[src/design/snb_pkg.sv]
// Snoop buffer shared definitions
package snb_pkg;

  // Buffer geometry
  localparam int snb_depth = 16;
  localparam int snb_idx_w = 4;
  // Field widths of a stored snoop
  localparam int snb_tag_w = 20;
  localparam int snb_src_w = 4;
  // Occupancy count, wide enough to hold a full buffer
  localparam int snb_cnt_w = 5;

  // Wishbone word addresses
  localparam logic snb_adr_push  = 1'b0;
  localparam logic snb_adr_count = 1'b1;

  // Snoop opcodes as carried in write data bits 25:24
  typedef enum logic [1:0] {
    snp_read_shared = 2'd0,
    snp_read_unique = 2'd1,
    snp_clean_inval = 2'd2,
    snp_make_inval  = 2'd3
  } snb_op_e;

  // Data path or response-only path
  typedef enum logic {
    class_data = 1'b0,
    class_resp = 1'b1
  } snb_class_e;

  // One stored snoop, op in the top bits, src in the bottom bits
  typedef struct packed {
    snb_op_e              op;
    logic [snb_tag_w-1:0] tag;
    logic [snb_src_w-1:0] src;
  } snb_entry_t;

  // What leaves on the issue port
  typedef struct packed {
    logic [snb_idx_w-1:0] idx;
    snb_entry_t           entry;
  } snb_issue_t;

  // Row i, bit j set: entry j arrived before entry i
  typedef logic [snb_depth-1:0][snb_depth-1:0] snb_age_t;

  // Reads return data, invalidates only a response
  function automatic snb_class_e snb_op_class(snb_op_e op);
    snb_op_class = (op == snp_read_shared || op == snp_read_unique) ? class_data : class_resp;
  endfunction

endpackage

[src/design/snb_age_matrix.sv]
// Snoop buffer age matrix
`timescale 1ns/1ps

module snb_age_matrix (
  input  logic                          clk,
  input  logic                          arst_n,
  input  logic                          alloc_vld,
  input  logic [snb_pkg::snb_idx_w-1:0] alloc_idx,
  input  logic                          free_vld,
  input  logic [snb_pkg::snb_idx_w-1:0] free_idx,
  input  logic [snb_pkg::snb_depth-1:0] entry_vld,
  output snb_pkg::snb_age_t             age_rows
);
  import snb_pkg::*;

  snb_age_t age_nxt;

  always_comb begin
    age_nxt = age_rows;

    if (alloc_vld) begin
      // Newcomer is younger than every entry present
      for (int i = 0; i < snb_depth; i++) begin
        age_nxt[i][alloc_idx] = 1'b0;
      end
      // Everything valid now is older than it
      // own valid bit not yet set, so diagonal stays clear
      age_nxt[alloc_idx] = entry_vld;
    end

    // Drop the freed entry from all rows
    // applied last, so a same-edge alloc row loses it too
    if (free_vld) begin
      for (int i = 0; i < snb_depth; i++) begin
        age_nxt[i][free_idx] = 1'b0;
      end
    end
  end

  always_ff @(posedge clk or negedge arst_n) begin
    if (!arst_n) begin
      age_rows <= '0;
    end else begin
      age_rows <= age_nxt;
    end
  end

endmodule

[src/design/snb_entry_array.sv]
// Snoop buffer entry array
`timescale 1ns/1ps

module snb_entry_array (
  input  logic                                          clk,
  input  logic                                          arst_n,
  input  logic                                          wb_cyc,
  input  logic                                          wb_stb,
  input  logic                                          wb_we,
  input  logic                                          wb_adr,
  input  logic [31:0]                                   wb_dat_w,
  output logic [31:0]                                   wb_dat_r,
  output logic                                          wb_ack,
  output logic                                          wb_err,
  input  logic                                          grant_vld,
  input  logic [snb_pkg::snb_idx_w-1:0]                 grant_idx,
  input  logic                                          free_vld,
  input  logic [snb_pkg::snb_idx_w-1:0]                 free_idx,
  output snb_pkg::snb_entry_t [snb_pkg::snb_depth-1:0] entries,
  output logic [snb_pkg::snb_depth-1:0]                 entry_vld,
  output logic [snb_pkg::snb_depth-1:0]                 data_req,
  output logic [snb_pkg::snb_depth-1:0]                 resp_req,
  output logic                                          alloc_vld,
  output logic [snb_pkg::snb_idx_w-1:0]                 alloc_idx
);
  import snb_pkg::*;

  logic                 wb_hold;
  logic                 wb_req;
  logic                 push_req;
  logic                 cnt_rd;
  logic                 store;
  logic                 free_any;
  logic [snb_idx_w-1:0] free_sel;
  logic [snb_depth-1:0] free_mask;
  logic [snb_depth-1:0] entry_gnt;
  logic [snb_cnt_w-1:0] occ_cnt;

  // New request only once the previous answer has been seen off
  assign wb_req   = wb_cyc & wb_stb & ~wb_hold;
  assign push_req = wb_req & wb_we & (wb_adr == snb_adr_push);
  assign cnt_rd   = wb_req & ~wb_we & (wb_adr == snb_adr_count);
  // Push lands only when a slot is free
  assign store    = push_req & free_any;

  // Free slots, minus the one whose valid bit is still pending
  always_comb begin
    free_mask = ~entry_vld;
    if (alloc_vld) begin
      free_mask[alloc_idx] = 1'b0;
    end
  end

  // Lowest free index wins
  always_comb begin
    free_any = 1'b0;
    free_sel = '0;
    for (int i = snb_depth - 1; i >= 0; i--) begin
      if (free_mask[i]) begin
        free_any = 1'b1;
        free_sel = snb_idx_w'(i);
      end
    end
  end

  // One-cycle answer, then wait for stb to drop
  always_ff @(posedge clk or negedge arst_n) begin
    if (!arst_n) begin
      wb_ack   <= 1'b0;
      wb_err   <= 1'b0;
      wb_hold  <= 1'b0;
      wb_dat_r <= '0;
      alloc_vld <= 1'b0;
    end else begin
      // Full buffer push gets err, everything else ack
      wb_ack <= wb_req & ~(push_req & ~free_any);
      wb_err <= push_req & ~free_any;
      if (wb_req) begin
        wb_hold <= 1'b1;
      end else if (!(wb_cyc && wb_stb)) begin
        wb_hold <= 1'b0;
      end
      if (wb_req) begin
        wb_dat_r <= cnt_rd ? 32'(occ_cnt) : '0;
      end
      // Pulses alongside the ack
      alloc_vld <= store;
    end
  end

  // Snoop payload and the slot it went to
  always_ff @(posedge clk) begin
    if (store) begin
      entries[free_sel] <= snb_entry_t'(wb_dat_w[$bits(snb_entry_t)-1:0]);
      alloc_idx         <= free_sel;
    end
  end

  // Valid and granted bits, occupancy
  always_ff @(posedge clk or negedge arst_n) begin
    if (!arst_n) begin
      entry_vld <= '0;
      entry_gnt <= '0;
      occ_cnt   <= '0;
    end else begin
      if (alloc_vld) begin
        entry_vld[alloc_idx] <= 1'b1;
      end
      if (grant_vld) begin
        entry_gnt[grant_idx] <= 1'b1;
      end
      // Free never hits the slot being allocated
      if (free_vld) begin
        entry_vld[free_idx] <= 1'b0;
        entry_gnt[free_idx] <= 1'b0;
      end
      occ_cnt <= occ_cnt + snb_cnt_w'(alloc_vld) - snb_cnt_w'(free_vld);
    end
  end

  // Ungranted valid entries, split by class
  always_comb begin
    for (int i = 0; i < snb_depth; i++) begin
      data_req[i] = entry_vld[i] & ~entry_gnt[i] &
                    (snb_op_class(entries[i].op) == class_data);
      resp_req[i] = entry_vld[i] & ~entry_gnt[i] &
                    (snb_op_class(entries[i].op) == class_resp);
    end
  end

endmodule

[src/design/snb_issue_arb.sv]
// Snoop issue arbiter
`timescale 1ns/1ps

module snb_issue_arb (
  input  logic                                          clk,
  input  logic                                          arst_n,
  input  logic [snb_pkg::snb_depth-1:0]                 data_win,
  input  logic [snb_pkg::snb_depth-1:0]                 resp_win,
  input  snb_pkg::snb_entry_t [snb_pkg::snb_depth-1:0] entries,
  input  logic                                          issue_ready,
  output logic                                          issue_valid,
  output snb_pkg::snb_issue_t                           issue,
  output logic                                          grant_vld,
  output logic [snb_pkg::snb_idx_w-1:0]                 grant_idx,
  output logic                                          free_vld,
  output logic [snb_pkg::snb_idx_w-1:0]                 free_idx
);
  import snb_pkg::*;

  snb_class_e           last_cls;
  logic                 data_any;
  logic                 resp_any;
  logic                 pick_data;
  logic                 load;
  logic                 xfer;
  logic [snb_depth-1:0] win_vec;
  logic [snb_idx_w-1:0] win_idx;

  assign data_any = |data_win;
  assign resp_any = |resp_win;

  // Data if alone, or if response went last
  assign pick_data = data_any & (~resp_any | (last_cls == class_resp));
  assign win_vec   = pick_data ? data_win : resp_win;

  // One-hot to index
  always_comb begin
    win_idx = '0;
    for (int i = 0; i < snb_depth; i++) begin
      if (win_vec[i]) begin
        win_idx = win_idx | snb_idx_w'(i);
      end
    end
  end

  assign xfer = issue_valid & issue_ready;
  // Register empty or emptying this cycle
  assign load = (data_any | resp_any) & (~issue_valid | issue_ready);

  // Granted entry leaves the request vectors
  assign grant_vld = load;
  assign grant_idx = win_idx;
  // Slot released on the handshake
  assign free_vld  = xfer;
  assign free_idx  = issue.idx;

  always_ff @(posedge clk or negedge arst_n) begin
    if (!arst_n) begin
      issue_valid <= 1'b0;
      last_cls    <= class_resp;
    end else begin
      if (load) begin
        issue_valid <= 1'b1;
        last_cls    <= pick_data ? class_data : class_resp;
      end else if (xfer) begin
        issue_valid <= 1'b0;
      end
    end
  end

  // Held stable while stalled
  always_ff @(posedge clk) begin
    if (load) begin
      issue.idx   <= win_idx;
      issue.entry <= entries[win_idx];
    end
  end

endmodule

[src/design/snb_oldest_sel.sv]
// Oldest requesting entry selector
`timescale 1ns/1ps

module snb_oldest_sel (
  input  logic [snb_pkg::snb_depth-1:0] req_vld,
  input  snb_pkg::snb_age_t             age_rows,
  output logic [snb_pkg::snb_depth-1:0] sel
);
  import snb_pkg::*;

  // Entry wins if nothing older is also requesting
  // total order among valid entries keeps sel one-hot
  always_comb begin
    for (int i = 0; i < snb_depth; i++) begin
      sel[i] = req_vld[i] & ~(|(req_vld & age_rows[i]));
    end
  end

endmodule

[src/design/snb_top.sv]
// Snoop buffer top level
`timescale 1ns/1ps

module snb_top (
  input  logic                clk,
  input  logic                arst_n,
  input  logic                wb_cyc,
  input  logic                wb_stb,
  input  logic                wb_we,
  input  logic                wb_adr,
  input  logic [31:0]         wb_dat_w,
  output logic [31:0]         wb_dat_r,
  output logic                wb_ack,
  output logic                wb_err,
  output logic                issue_valid,
  output snb_pkg::snb_issue_t issue,
  input  logic                issue_ready
);
  import snb_pkg::*;

  // Entry contents and state
  snb_entry_t [snb_depth-1:0] entries;
  logic [snb_depth-1:0]       entry_vld;
  // Request vectors per class
  logic [snb_depth-1:0]       data_req;
  logic [snb_depth-1:0]       resp_req;
  // Oldest winners, one-hot
  logic [snb_depth-1:0]       data_win;
  logic [snb_depth-1:0]       resp_win;
  snb_age_t                   age_rows;
  logic                       alloc_vld;
  logic [snb_idx_w-1:0]       alloc_idx;
  logic                       grant_vld;
  logic [snb_idx_w-1:0]       grant_idx;
  logic                       free_vld;
  logic [snb_idx_w-1:0]       free_idx;

  snb_entry_array array0 (
    .clk       (clk),
    .arst_n    (arst_n),
    .wb_cyc    (wb_cyc),
    .wb_stb    (wb_stb),
    .wb_we     (wb_we),
    .wb_adr    (wb_adr),
    .wb_dat_w  (wb_dat_w),
    .wb_dat_r  (wb_dat_r),
    .wb_ack    (wb_ack),
    .wb_err    (wb_err),
    .grant_vld (grant_vld),
    .grant_idx (grant_idx),
    .free_vld  (free_vld),
    .free_idx  (free_idx),
    .entries   (entries),
    .entry_vld (entry_vld),
    .data_req  (data_req),
    .resp_req  (resp_req),
    .alloc_vld (alloc_vld),
    .alloc_idx (alloc_idx)
  );

  snb_age_matrix age0 (
    .clk       (clk),
    .arst_n    (arst_n),
    .alloc_vld (alloc_vld),
    .alloc_idx (alloc_idx),
    .free_vld  (free_vld),
    .free_idx  (free_idx),
    .entry_vld (entry_vld),
    .age_rows  (age_rows)
  );

  // Data path selector
  snb_oldest_sel data_sel0 (
    .req_vld  (data_req),
    .age_rows (age_rows),
    .sel      (data_win)
  );

  // Response path selector
  snb_oldest_sel resp_sel0 (
    .req_vld  (resp_req),
    .age_rows (age_rows),
    .sel      (resp_win)
  );

  snb_issue_arb arb0 (
    .clk         (clk),
    .arst_n      (arst_n),
    .data_win    (data_win),
    .resp_win    (resp_win),
    .entries     (entries),
    .issue_ready (issue_ready),
    .issue_valid (issue_valid),
    .issue       (issue),
    .grant_vld   (grant_vld),
    .grant_idx   (grant_idx),
    .free_vld    (free_vld),
    .free_idx    (free_idx)
  );

endmodule

[config.mk]
export PLATFORM = sky130hd
export DESIGN_NAME = snb_top
export DESIGN_NICKNAME = d
export VERILOG_FILES = /design/src/design/snb_pkg.sv /design/src/design/snb_age_matrix.sv /design/src/design/snb_entry_array.sv /design/src/design/snb_issue_arb.sv /design/src/design/snb_oldest_sel.sv /design/src/design/snb_top.sv
export SDC_FILE = /design/constraint.sdc
export NUM_CORES = 1
export LEC_CHECK = 0
export BUFFER_PORTS_ARGS = -buffer_cell sky130_fd_sc_hd__clkbuf_2
export CAP_MARGIN = 20
export CORE_UTILIZATION = 45
export DETAILED_ROUTE_END_ITERATION = 12
export SETUP_SLACK_MARGIN = 0.1
export SKIP_CTS_REPAIR_TIMING = 1
export SLEW_MARGIN = 0
export SYNTH_ARGS = -nofsm -noshare
export SYNTH_HDL_FRONTEND = slang
export SYNTH_HIERARCHICAL = 1
export SYNTH_SLANG_ARGS = --single-unit
[constraint.sdc]
create_clock -name clk -period 11.4 [get_ports clk]
set_clock_uncertainty 0.15 [all_clocks]
set_input_delay 0 -clock clk [delete_from_list [all_inputs] [get_ports clk]]
set_output_delay 0 -clock clk [all_outputs]
set_load 0.05 [all_outputs]
Yosys cells after proc, flatten, opt, wreduce, memory -nomap -nowiden

Index checks and enable logic that the tools add are counted.

$add $sub $neg: 2
Order comparisons: 8
Equality and inequality tests: 17
Multiplexer cells: 91
Bitwise gates (word level): 222
Reduce and logical (&&, ||, !) cells: 72

Operator list:

| operator             | number |
|---|---|
| $and A16 B16 Y16     | 67 |
| $reduce_or A16 Y1    | 34 |
| $mux W256            | 2 |
| $bwmux W416          | 1 |
| $bwmux W256          | 1 |
| $mux W16             | 7 |
| $bmux W26 S4         | 1 |
| $demux W26 S4        | 1 |
| $mux W4              | 24 |
| $and A1 B1 Y1        | 92 |
| $demux W16 S4        | 1 |
| $not A1 Y1           | 55 |
| $mux W26             | 2 |
| $not A16 Y16         | 3 |
| $mux W1              | 41 |
| $eq A2 B1 Y1 const B | 16 |
| $logic_not A2 Y1     | 16 |
| $or A16 B16 Y16      | 2 |
| $lt A4 B5 Y1 const B | 4 |
| $ge A4 B1 Y1 const B | 4 |
| $logic_or A1 B1 Y1   | 16 |
| $demux W1 S4         | 3 |
| $mux W3              | 4 |
| $add A5 B1 Y5        | 1 |
| other kinds (7)      | 14 |

Register bits after elaboration: 781
Bits of input ports: 39
Logic and storage cells: 491

Depth between registers and ports, before layout

Depth after elaboration: 36
Depth in mapped cells: 18
Depth with buffers taken out: 15

Modules after synthesis

The synthesis kept the hierarchy.

Modules (own cells, without submodules):

| module          | times used | cells each | area an instance (um^2) |
|---|---|---|---|
| snb_entry_array | 1          | 761        | 15581.2 |
| snb_age_matrix  | 1          | 1244       | 11279.6 |
| snb_issue_arb   | 1          | 479        | 4535.6 |
| snb_oldest_sel  | 2          | 240        | 1667.8 |

Least setup slack after synthesis

OpenSTA, ideal clock, no wires.

Kind: reg-to-reg
Start point: reg array0/alloc_idx[1] in the netlist's numbering
End point: reg, netlist name array0/entries[52]
Setup time: 475 ps
Arrival: 3830 ps
Slack: 6945 ps
Cell stages (with the launch flop): 5
Period minus slack after synthesis: 4455 ps
Cell sequence: edfxtp_1 buf_4 nor3b_1 a21oi_1 nor4_1

Cells in the longest elaborated chain, start to end: 24
Elaborated cells between the ends (all ways): 25
Those cells by class: 2 x order compare; 19 x mux; 3 x bitwise; 1 x reduce/logical

Ends and longest elaborated chain:

| element                                                            | RTL line              | source |
|---|---|---|
| start: declaration                                                 | snb_entry_array.sv:24 | `output logic [snb_pkg::snb_idx_w-1:0] alloc_idx` |
| start signal: assignment                                           | snb_entry_array.sv:95 | `alloc_idx <= free_sel;` |
| $lt A4 B5 Y1 (not written as such) or $ge A4 B1 Y1 (tied branches) | snb_entry_array.sv:50 | `free_mask[alloc_idx] = 1'b0;` |
| $logic_and A1 B1 Y1 (not written as such)                          | snb_entry_array.sv:50 |  |
| $mux W1 (not written as such)                                      | snb_entry_array.sv:50 |  |
| $demux W1 S4 *                                                     | --                    |  |
| $not A16 Y16 (no source line) *                                    | --                    |  |
| $and A16 B16 Y16 (no source line) *                                | --                    |  |
| $mux W16 *                                                         | snb_entry_array.sv:49 | `if (alloc_vld) begin` |
| $mux W1 (15 in a row)                                              | snb_entry_array.sv:59 | `if (free_mask[i]) begin` |
| $mux W1 *                                                          | snb_entry_array.sv:59 |  |
| $and A1 B1 Y1 *                                                    | snb_entry_array.sv:44 | `assign store = push_req & free_any;` |

Every way passes the cells marked *; elsewhere a longest branch is shown, timed or not.
A chain may end at the register's enable or synchronous reset.

Worst setup path after layout

Start point: reg array0/entry_vld[10] in the netlist's numbering
End point: reg, netlist name arb0/issue[13]

Elaborated cells between the ends (all ways): 154
Those cells by class: 18 x mux; 102 x bitwise; 34 x reduce/logical

RTL lines:

| element                          | RTL line               | source |
|---|---|---|
| start: declaration               | snb_entry_array.sv:20  | `output logic [snb_pkg::snb_depth-1:0] entry_vld,` |
| start signal: assignment         | snb_entry_array.sv:102 | `entry_vld <= '0;` |
| start signal: indexed assignment | snb_entry_array.sv:107 | `entry_vld[alloc_idx] <= 1'b1;` |
| start signal: indexed assignment | snb_entry_array.sv:114 | `entry_vld[free_idx] <= 1'b0;` |
| $and A1 B1 Y1 * (2 in a row)     | snb_entry_array.sv:124 | `data_req[i] = entry_vld[i] & ~entry_gnt[i] &` |
| via data_req[10]                 | snb_top.sv:25          | `logic [snb_depth-1:0] data_req;` |
| $and A16 B16 Y16 *               | snb_oldest_sel.sv:15   | `sel[i] = req_vld[i] & ~(\|(req_vld & age_rows[i]));` |
| $reduce_or A16 Y1 *              | snb_oldest_sel.sv:15   |  |
| $not A1 Y1 *                     | snb_oldest_sel.sv:15   |  |
| $and A1 B1 Y1 *                  | snb_oldest_sel.sv:15   |  |
| via data_win[13]                 | snb_top.sv:28          | `logic [snb_depth-1:0] data_win;` |
| $reduce_or A16 Y1                | snb_issue_arb.sv:29    | `assign data_any = \|data_win;` |
| $and A1 B1 Y1                    | snb_issue_arb.sv:33    | `assign pick_data = data_any & (~resp_any \| (last_cls == class_resp));` |
| $mux W16 *                       | snb_issue_arb.sv:34    | `assign win_vec = pick_data ? data_win : resp_win;` |
| $mux W1                          | snb_issue_arb.sv:40    | `if (win_vec[i]) begin` |
| $mux W2 (2 in a row)             | snb_issue_arb.sv:40    |  |
| $mux W3 (4 in a row)             | snb_issue_arb.sv:40    |  |
| $mux W4 (7 in a row)             | snb_issue_arb.sv:40    |  |
| $mux W4 *                        | snb_issue_arb.sv:40    |  |
| $bmux W26 S4 *                   | snb_issue_arb.sv:75    | `issue.entry <= entries[win_idx];` |
| $mux W26 (not written as such) * | snb_issue_arb.sv:75    |  |

The timed path passes the listed nets; every way through them passes the cells marked *. The select of a mux whose other input is x is not followed.

==> reports/results.tsv <==
stage	metric	value	unit
outcome	status	complete, no violations	
critical_path	Arrival @ worst endpoint	7580	ps
route	DRC viols	0	
grt	number of global-route vias before repair	26044	
grt	first-pass GRT wire length	175000	µm
placement	# port buffers	70	
logic_synthesis	Cell Area, Synth	0.0347	mm²
grt	grt total ovfl	0	
clocking	Worst-path clk slew	60	ps
logic_synthesis	Distinct cells, synth	74	
clocking	cts bufs inserted	84	
critical_path	startpoint types	register	
hold_path	Worst Hold Class	in2reg	
placement	Setup WS pre-CTS	4190	ps
power	LEAKAGE	15.0	nW
hold_path	WHS Path Cells	2	
critical_path	worst setup path endpoint	arb0/issue[13]$_DFFE_PP_	
logic_synthesis	total of warnings raised by yosys	6	
layout	share of layout cells above drive strength 1	14.0	%
layout	n_diodes	0	
placement	dpl hpwl	68100	µm
critical_path	Setup CP Type	reg2reg	
grt	All-Layer GR Usage	30.5	%
clocking	Clock Latency Late Sink	670	ps
logic_synthesis	top cells by area, synth	edfxtp_1, dfrtp_1, mux2i_1	
clocking	CTS Sinks	754	
sta	Pins Over Slew Limit	0	
critical_path	flop-to-flop setup slack	4050	ps
layout	FILL cells	6575	
logic_synthesis	Top FF cell, synth	edfxtp_1	
sta	Final Hold Fails	0	
layout	Post-Layout Cell Count	4075	
critical_path	Crit path required time	11630	ps
placement	placed insts	3880	
route	antenna-violating nets left	0	
floorplan	I/O pin cnt	104	
floorplan	core area	0.0762	mm²
critical_path	crit path launch	array0/entry_vld[10]$_DFF_PN0_	
critical_path	crit path max fanout	64	
sta	minimum clock period	7350	ps
critical_path	CP endpoint kind	register	
floorplan	Die Ht	280	µm
floorplan	initial core utilization	45.6	%
route	average wire per standard cell	29.7	µm
critical_path	FF-to-FF path depth	13	
logic_synthesis	Synth Area per Inst	11.7	µm²
job	Max-Cap Viols	0	
floorplan	Die Area	0.0783	mm²
sta	unrepaired setup endpoints after global routing	no	
logic_synthesis	Post-synth ARST share	40.3	%
layout	synthesis-to-layout area growth	13.3	%
placement	routability cong.	0.954	
critical_path	r2r startpoint	array0/entry_vld[10]$_DFF_PN0_	
clocking	root buf cell	clkbuf_16	
sta	Rel. slew slack	12.1	%
sta	Peak Freq	136	MHz
sta	worst slew pin tran	1320	ps
floorplan	Die W	280	µm
sta	final worst setup slack	4050	ps
logic_synthesis	#FFs+latches synth	754	
sta	Final TNS setup	0	ps
clocking	clock tree buffer depth	3	
logic_synthesis	EDFF count, synth	450	
route	final WL	121000	µm
route	Pre-Repair DR Iteration Count	6	
route	DR vias/cell	6.55	
layout	Layout Nets	3024	
sta	number of setup violations in the final report	0	
logic_synthesis	area leader, netlist	edfxtp_1	
route	routed vias	26672	
logic_synthesis	Synth top area share	38.9	%
route	1st-iter DRT viols	3562	
logic_synthesis	Syn Inst Count	2964	
logic_synthesis	sequential area share after synthesis	60.8	%
hold_path	Hold Path Origin	wb_dat_w[24]	
power	power density cells	288	mW/mm²
sta	Period Utilization, post-route	64.4	%
clocking	H-tree depth	3	
grt	antenna violations before repair	0	
floorplan	Rows	101	
clocking	CTS tree	yes	
power	highest ir drop seen on vdd	0.498	mV
grt	largest net degree at the start of global routing	149	
critical_path	r2r endpoint	arb0/issue[13]$_DFFE_PP_	
stage by stage:
step,util (%),total power (W),area [µm²],hold WS (ps)
final,51.7,0.0113,39400,137
after global routing,51.7,0.0117,39400,149
after CTS,51.0,0.0112,38800,-787
after detailed placement,47.4,0.00856,36100,-87.2
after global placement,47.2,0.00847,36000,-93.3
after floorplan,-,0.00698,34800,-446
registers in the layout, indices dropped and copies added (netlist names):
name	flops
age0/age_rows	256
arb0/free_idx	4
arb0/issue	26
arb0/issue_valid	1
arb0/last_cls	1
array0/alloc_idx	4
array0/alloc_vld	1
array0/entries	416
array0/entry_gnt	16
array0/entry_vld	16
array0/occ_cnt	5
array0/wb_ack	1
array0/wb_dat_r	5
array0/wb_err	1
array0/wb_hold	1
critical path, stage by stage, from the launching register on:
cell and delay, ps:
dfrtp_1 1150, inv_1 320, nor3_4 1030, a22oi_1 220
nand4b_1 240, nor4_1 150, or4_4 560, o2bb2ai_4 320
mux2i_4 300, buf_4 600, buf_4 920, mux2i_1 270
o22ai_1 110, or4_1 570
where the power goes:
group	internal, W	switching [W]	total (W)
combinational	0.00177	0.00320	0.00497
sequential	0.00332	0.000325	0.00365
clock	0.00156	0.00115	0.00271
total	0.00665	0.00467	0.0113
synth_stat cells (24+ instances only):
master and number:
buf_2 91, mux2i_1 213, buf_4 33, nand3_1 267, a22oi_1 208, o22ai_1 111, a21oi_1 284, nor4_1 24
o21ai_0 261, nand2_1 161, buf_6 24, buf_1 30, nand4b_1 33, nor2_1 84, edfxtp_1 450, dfrtp_1 303
clkbuf_1 113, or4_1 27
worst min path at each step:
stage / end
4_1_cts: age0/age_rows[209]$_DFF_PN0_
3_5_place_dp: age0/age_rows[222]$_DFF_PN0_
3_3_place_gp: age0/age_rows[222]$_DFF_PN0_
2_1_floorplan: age0/age_rows[0]$_DFF_PN0_
5_1_grt: array0/entries[71]$_DFFE_PP_
6_report: array0/entries[206]$_DFFE_PP_
routing by layer:
layer	wire length, µm	GRT usage [%]	vias to the layer above
li1	-	-	11268
met1	45900	39.2	13298
met2	54900	47.0	1681
met3	12800	7.86	425
met4	7360	17.6	0
met5	0	0	-
cell usage in the layout (no fill, tap or decap), drive strengths merged, types with 103 or more instances in the layout:
cell	instances
mux2i	214
a21oi	285
clkbuf	174
dfrtp	303
o22ai	120
o21ai	262
a22oi	224
edfxtp	450
nand3	267
buf	103
nand2	161
layout make-up:
cell class                      count  area (µm²)  share of cell area [%]
Inverter                           18        67.6                   0.172
Clock inverter                     47         492                    1.25
Clock buffer                      105        2270                    5.77
Sequential cell                   754       21100                    53.7
Multi-Input combinational cell   1913       12400                    31.6
Timing Repair Buffer              208        1690                    4.30
Tap cell                         1030        1290                    3.27
cell families (layout without fill, tap and decap cells):
family	count (synthesis)	count (layout)	synth area share, %
DFF	754	754	60.8
muxes	214	214	6.20
AOI/OAI and AO/OA	927	927	16.2
other	1	27	0.0108
xor gates and xnor gates	4	4	0.101
and+or+nand+nor	735	735	11.6
adders and majority gates	6	6	0.238
buffers and inverters	323	378	4.83
Power figures use the tool's default switching activity.
